`config.mk`:
```
export PLATFORM = sky130hd
export DESIGN_NAME = icache_refill_wb
export DESIGN_NICKNAME = d
export VERILOG_FILES = /design/src/common/icache_pkg.sv /design/src/icache/icache_refill_wb.sv
export SDC_FILE = /design/constraint.sdc
export NUM_CORES = 1
export LEC_CHECK = 0
export ABC_AREA = 1
export BUFFER_PORTS_ARGS = -buffer_cell sky130_fd_sc_hd__clkbuf_2
export CAP_MARGIN = 15
export CORE_MARGIN = 2
export CORE_UTILIZATION = 40
export DETAILED_ROUTE_END_ITERATION = 8
export GPL_TIMING_DRIVEN = 1
export PLACE_DENSITY = 0.63
export SETUP_SLACK_MARGIN = 0.3
export SLEW_MARGIN = 10
export SYNTH_ARGS = -nofsm -noshare
export SYNTH_HDL_FRONTEND = slang
export SYNTH_SLANG_ARGS = --single-unit
```
`constraint.sdc`:
```
create_clock -name clk -period 4.19 [get_ports clk]
set_input_delay 0.838 -clock clk [delete_from_list [all_inputs] [get_ports clk]]
set_output_delay 0.838 -clock clk [all_outputs]
set_load 0.01 [all_outputs]
```
`src/common/icache_pkg.sv`:
```
package icache_pkg;

    localparam int ADDR_WIDTH       = 32;
    localparam int LINE_WIDTH       = 128;
    localparam int PAGE_OFFSET_BITS = 12;
    localparam int TAG_WIDTH        = ADDR_WIDTH - PAGE_OFFSET_BITS;
    localparam int WB_DATA_WIDTH    = 32;

    // TLB answer for the request in lookup
    typedef struct packed {
        logic                 found;
        logic [TAG_WIDTH-1:0] ppn;
    } tlb_result_t;

    // Translation request from the fetch unit
    typedef struct packed {
        logic                 trans_en;
        logic [TAG_WIDTH-1:0] vpn;
    } tlb_req_t;

    // Line refill from cache to bridge
    typedef struct packed {
        logic                  req;
        logic [ADDR_WIDTH-1:0] addr;
    } refill_req_t;

    // Line refill from bridge to cache
    typedef struct packed {
        logic                  rdy;
        logic                  rvalid;
        logic [LINE_WIDTH-1:0] data;
    } refill_resp_t;

    // Wishbone classic from master to slave
    typedef struct packed {
        logic                         cyc;
        logic                         stb;
        logic                         we;
        logic [ADDR_WIDTH-1:0]        adr;
        logic [WB_DATA_WIDTH/8-1:0]   sel;
    } wb_m2s_t;

    // Wishbone classic from slave to master
    typedef struct packed {
        logic                     ack;
        logic [WB_DATA_WIDTH-1:0] dat;
    } wb_s2m_t;

endpackage

```
`src/icache/icache_refill_wb.sv`:
```
module icache_refill_wb
    import icache_pkg::*;
(
    input  logic         clk,
    input  logic         rst,

    input  refill_req_t  refill_req_i,
    output refill_resp_t refill_resp_o,

    output wb_m2s_t      wb_o,
    input  wb_s2m_t      wb_i
);

    localparam int BEATS = LINE_WIDTH / WB_DATA_WIDTH;
    localparam int CNT_W = $clog2(BEATS);
    localparam int STEP  = WB_DATA_WIDTH / 8;

    typedef enum logic [1:0] {
        B_IDLE,
        B_BUSY,
        B_DONE
    } bstate_t;

    bstate_t               state;
    logic [CNT_W-1:0]      beat;
    logic [ADDR_WIDTH-1:0] adr_r;
    logic [LINE_WIDTH-1:0] line_r;
    logic                  accept;
    logic                  beat_ack;

    assign accept   = (state == B_IDLE) && refill_req_i.req;
    assign beat_ack = (state == B_BUSY) && wb_i.ack;

    always_ff @(posedge clk) begin
        if (rst) begin
            state <= B_IDLE;
            beat  <= '0;
        end else begin
            case (state)
                B_IDLE: begin
                    if (accept) begin
                        state <= B_BUSY;
                        beat  <= '0;
                    end
                end
                B_BUSY: begin
                    if (wb_i.ack) begin
                        beat <= beat + CNT_W'(1);
                        if (beat == CNT_W'(BEATS - 1)) begin
                            state <= B_DONE;
                        end
                    end
                end
                default: state <= B_IDLE;
            endcase
        end
    end

    // Words shift in from the top, so the first beat ends up lowest
    always_ff @(posedge clk) begin
        if (accept) begin
            adr_r <= refill_req_i.addr;
        end else if (beat_ack) begin
            adr_r  <= adr_r + ADDR_WIDTH'(STEP);
            line_r <= {wb_i.dat, line_r[LINE_WIDTH-1:WB_DATA_WIDTH]};
        end
    end

    always_comb begin
        wb_o.cyc             = (state == B_BUSY);
        wb_o.stb             = (state == B_BUSY);
        wb_o.we              = 1'b0;
        wb_o.adr             = adr_r;
        wb_o.sel             = '1;
        refill_resp_o.rdy    = accept;
        refill_resp_o.rvalid = (state == B_DONE);
        refill_resp_o.data   = line_r;
    end

endmodule

```
==> summary.txt <==
Outcome
  – Outcome: complete, no violations

Floorplan
  – Die Span Y: 130 µm
  – Initial core utilization: 41.3%
  – FP Rows: 45
  – Total core area: 15300 µm²
  – Die footprint: 16800 µm²
  – Chip width: 130 µm
  – # IOs: 237

Min path
  – Worst hold stages: 1
  – Hold endpoint: state[1]
  – HP Class: reg2reg
  – Hold path startpoint: state[1]

Global routing
  – Vias in the first global route: 3970
  – Tot GR Track Use: 16.5%
  – Initial antenna violation count: 0
  – GRT Residual Overflow: 0
  – Global-route wire length before repair: 20800 µm
  – Pin count of the biggest net entering global routing: 53

Timing
  – Fmax: 347 MHz
  – RSZ-0062 raised after global routing: no
  – Worst slew margin relative to its limit: 52.0%
  – Fin crit share: 68.8%
  – Hold Slack: 0.450 ns
  – Final Critical Period: 2.88 ns
  – Setup tns final: 0 ns
  – Final Hold Fails: 0
  – Clock skew: 0.00770 ns
  – # setup viols final: 0
  – Max-slew violation count: 0
  – Final WS setup: 1.31 ns
  – Worst-Margin Slew: 0.720 ns

Logic synthesis
  – Synth Area in Compound Gates: 1.74%
  – Main flop type after synthesis: edfxtp_1
  – Synthesis Warnings: 0
  – Synth Area in Simple Gates: 16.6%
  – Main combinational cell family by area after synthesis: simple AND/OR/NAND/NOR gates
  – Cell Area, Synth: 6320 µm²
  – Post-Synthesis Cells: 459
  – Avg Inst Size Synth: 13.8 µm²
  – Post-synthesis sequential area ratio: 77.3%
  – Ys async rst share: 0%
  – Mux contribution to synthesized area: 0%
  – Synth Area in Adders: 0.396%
  – Flop and latch count out of synthesis: 164
  – Number of synthesized flops with an enable pin: 160
  – Yosys cell types: 30
  – Post-synthesis xor/xnor area fraction: 0.693%

Layout
  – Area growth syn-to-layout: 30.4%
  – # diodes: 0
  – Non-Filler Instances: 928
  – Most frequent cells in the layout: clkbuf_2 (231), edfxtp_1 (160), nand2_1 (129)
  – Util after Layout: 53.8%
  – Design Area, Final: 8240 µm²
  – Share of layout cells above drive strength 1: 40.7%
  – Leading cell type in the layout, fill and taps excluded: clkbuf_2
  – Nets: 774

Placement
  – Area post-placement: 7710 µm²
  – Port bufs: 231
  – Setup WS pre-CTS: 1.32 ns
  – Placer congestion estimate: 0.891
  – DP HPWL: 10600 µm
  – DP Cell Count: 896

Clock network
  – Post-cts sizing count: 0
  – Hold buffer count at CTS: 0
  – Clock Path Buffers: 2
  – TritonCTS clock tree: done
  – Worst-Skew Late Latency: 0.42 ns
  – Postcts setup bufs: 0
  – Num CTS Buffers: 17
  – Clk root buf: clkbuf_16
  – Clock slew at reported path FFs: 0.06 ns
  – Htree depth: 4
  – Clock sink count: 164

Setup path
  – Critical path peak fanout: 42
  – Crit Path Category: in2out
  – Worst r2r src: state[0]
  – Reg2reg setup slack: 1.99 ns
  – Most used cell, CP: clkbuf_2
  – Worst path required time: 3.35 ns
  – CP startpoint kind: input pin
  – WP data arrival: 2.04 ns
  – CP endpoint kind: output port
  – Critical path's largest stage delay: 0.56 ns
  – R2r worst-path depth: 6
  – Crit path cell chain: clkbuf_2 -> nand3_2 -> buf_4 -> inv_2 -> clkbuf_2
  – Reg2reg end: line_r[89]
  – Slowest stage cell, crit path: inv_2

Detailed routing
  – Antenna-violating nets left: 0
  – Wirelength, routed: 14300 µm
  – Final routed DRC violation total: 0
  – Via count: 4288
  – DR iter-0 viols: 213
  – Detailed Routing Iterations Pass 1: 4
  – Routed length per instance: 15.4 µm
  – Vias/cell: 4.62

Pwr
  – Pwr dens: 454 nW/µm²
  – Peak supply drop: 0.000268 V
  – Total leakage power: 3.51 nW
  – Total power draw: 3.74 mW

Job
  – # Max-Cap Violations: 0
[power breakdown]
group	total [mW]	switching (mW)	internal, mW
sequential	1.98	0.0723	1.91
combinational	0.338	0.213	0.124
clock	1.42	0.643	0.773
[layout make-up]
class / count / area, µm²
Multi-Input combinational cell: 255 / 1250
Clock buffer: 20 / 437
Sequential cell: 164 / 4880
Inverter: 30 / 116
Fill cell: 1321 / 7070
Clock inverter: 12 / 97.6
Tap cell: 211 / 264
Timing Repair Buffer: 236 / 1190
[registers in the layout (all words and copies together) (netlist names)]
register	cells
line_r	128
adr_r	32
beat	2
state	2
[critical path: cells and delay by family]
family                 cells  cell delay (ns)
buffers and inverters      4             1.12
and+or+nand+nor            1             0.06
[per-layer routing]
layer,vias to the layer above,wire [µm],GRT usage [%],share of wire (%)
met1,2033,5780,21.0,40
met5,-,0,0,0
met4,0,320,8.10,2.2
li1,2072,-,-,-
met3,24,942,3.81,6.6
met2,159,7250,26.8,51
[cell usage after synthesis (3+ instances only)]
library cell | instances | area share [%]
a21oi_1 | 6 | 0.48
nor2_4 | 7 | 1.2
buf_2 | 3 | 0.24
nor2_2 | 3 | 0.30
xor2_1 | 3 | 0.42
edfxtp_1 | 160 | 76
or2_1 | 3 | 0.30
nand2_1 | 129 | 7.7
buf_4 | 9 | 1.1
inv_1 | 24 | 1.4
inv_2 | 5 | 0.30
o21ai_1 | 10 | 0.79
nor2_1 | 31 | 1.8
nand2_2 | 4 | 0.40
nand3_1 | 33 | 2.6
and2_1 | 3 | 0.30
nor2_8 | 3 | 0.95
dfxtp_1 | 4 | 1.3
o21ai_0 | 3 | 0.24
[worst max path at each step]
stage / startpoint / depth (start not counted) / to / slack [ns]
global route: refill_req_i[32] / 5 / refill_resp_o[129] / 1.19
floorplan: wb_i[32] / 4 / beat[0] / 0.95
finish: refill_req_i[32] / 5 / refill_resp_o[129] / 1.31
global placement: refill_req_i[32] / 5 / refill_resp_o[129] / 1.34
CTS: refill_req_i[32] / 5 / refill_resp_o[129] / 1.32
detailed placement: refill_req_i[32] / 5 / refill_resp_o[129] / 1.32
[kinds of logic (layout without fill, tap and decap cells)]
| group | count (synthesis) | count (layout) |
|---|---|---|
| AND/OR/NAND/NOR | 222 | 222 |
| flip-flops | 164 | 164 |
| buffers and inverters | 43 | 298 |
| adder cells (fa/ha/maj) | 2 | 2 |
| AO/OA/AOI/OAI | 21 | 21 |
| XOR/XNOR | 5 | 5 |
| other | 2 | 5 |
Power figures use the tool's default switching activity.
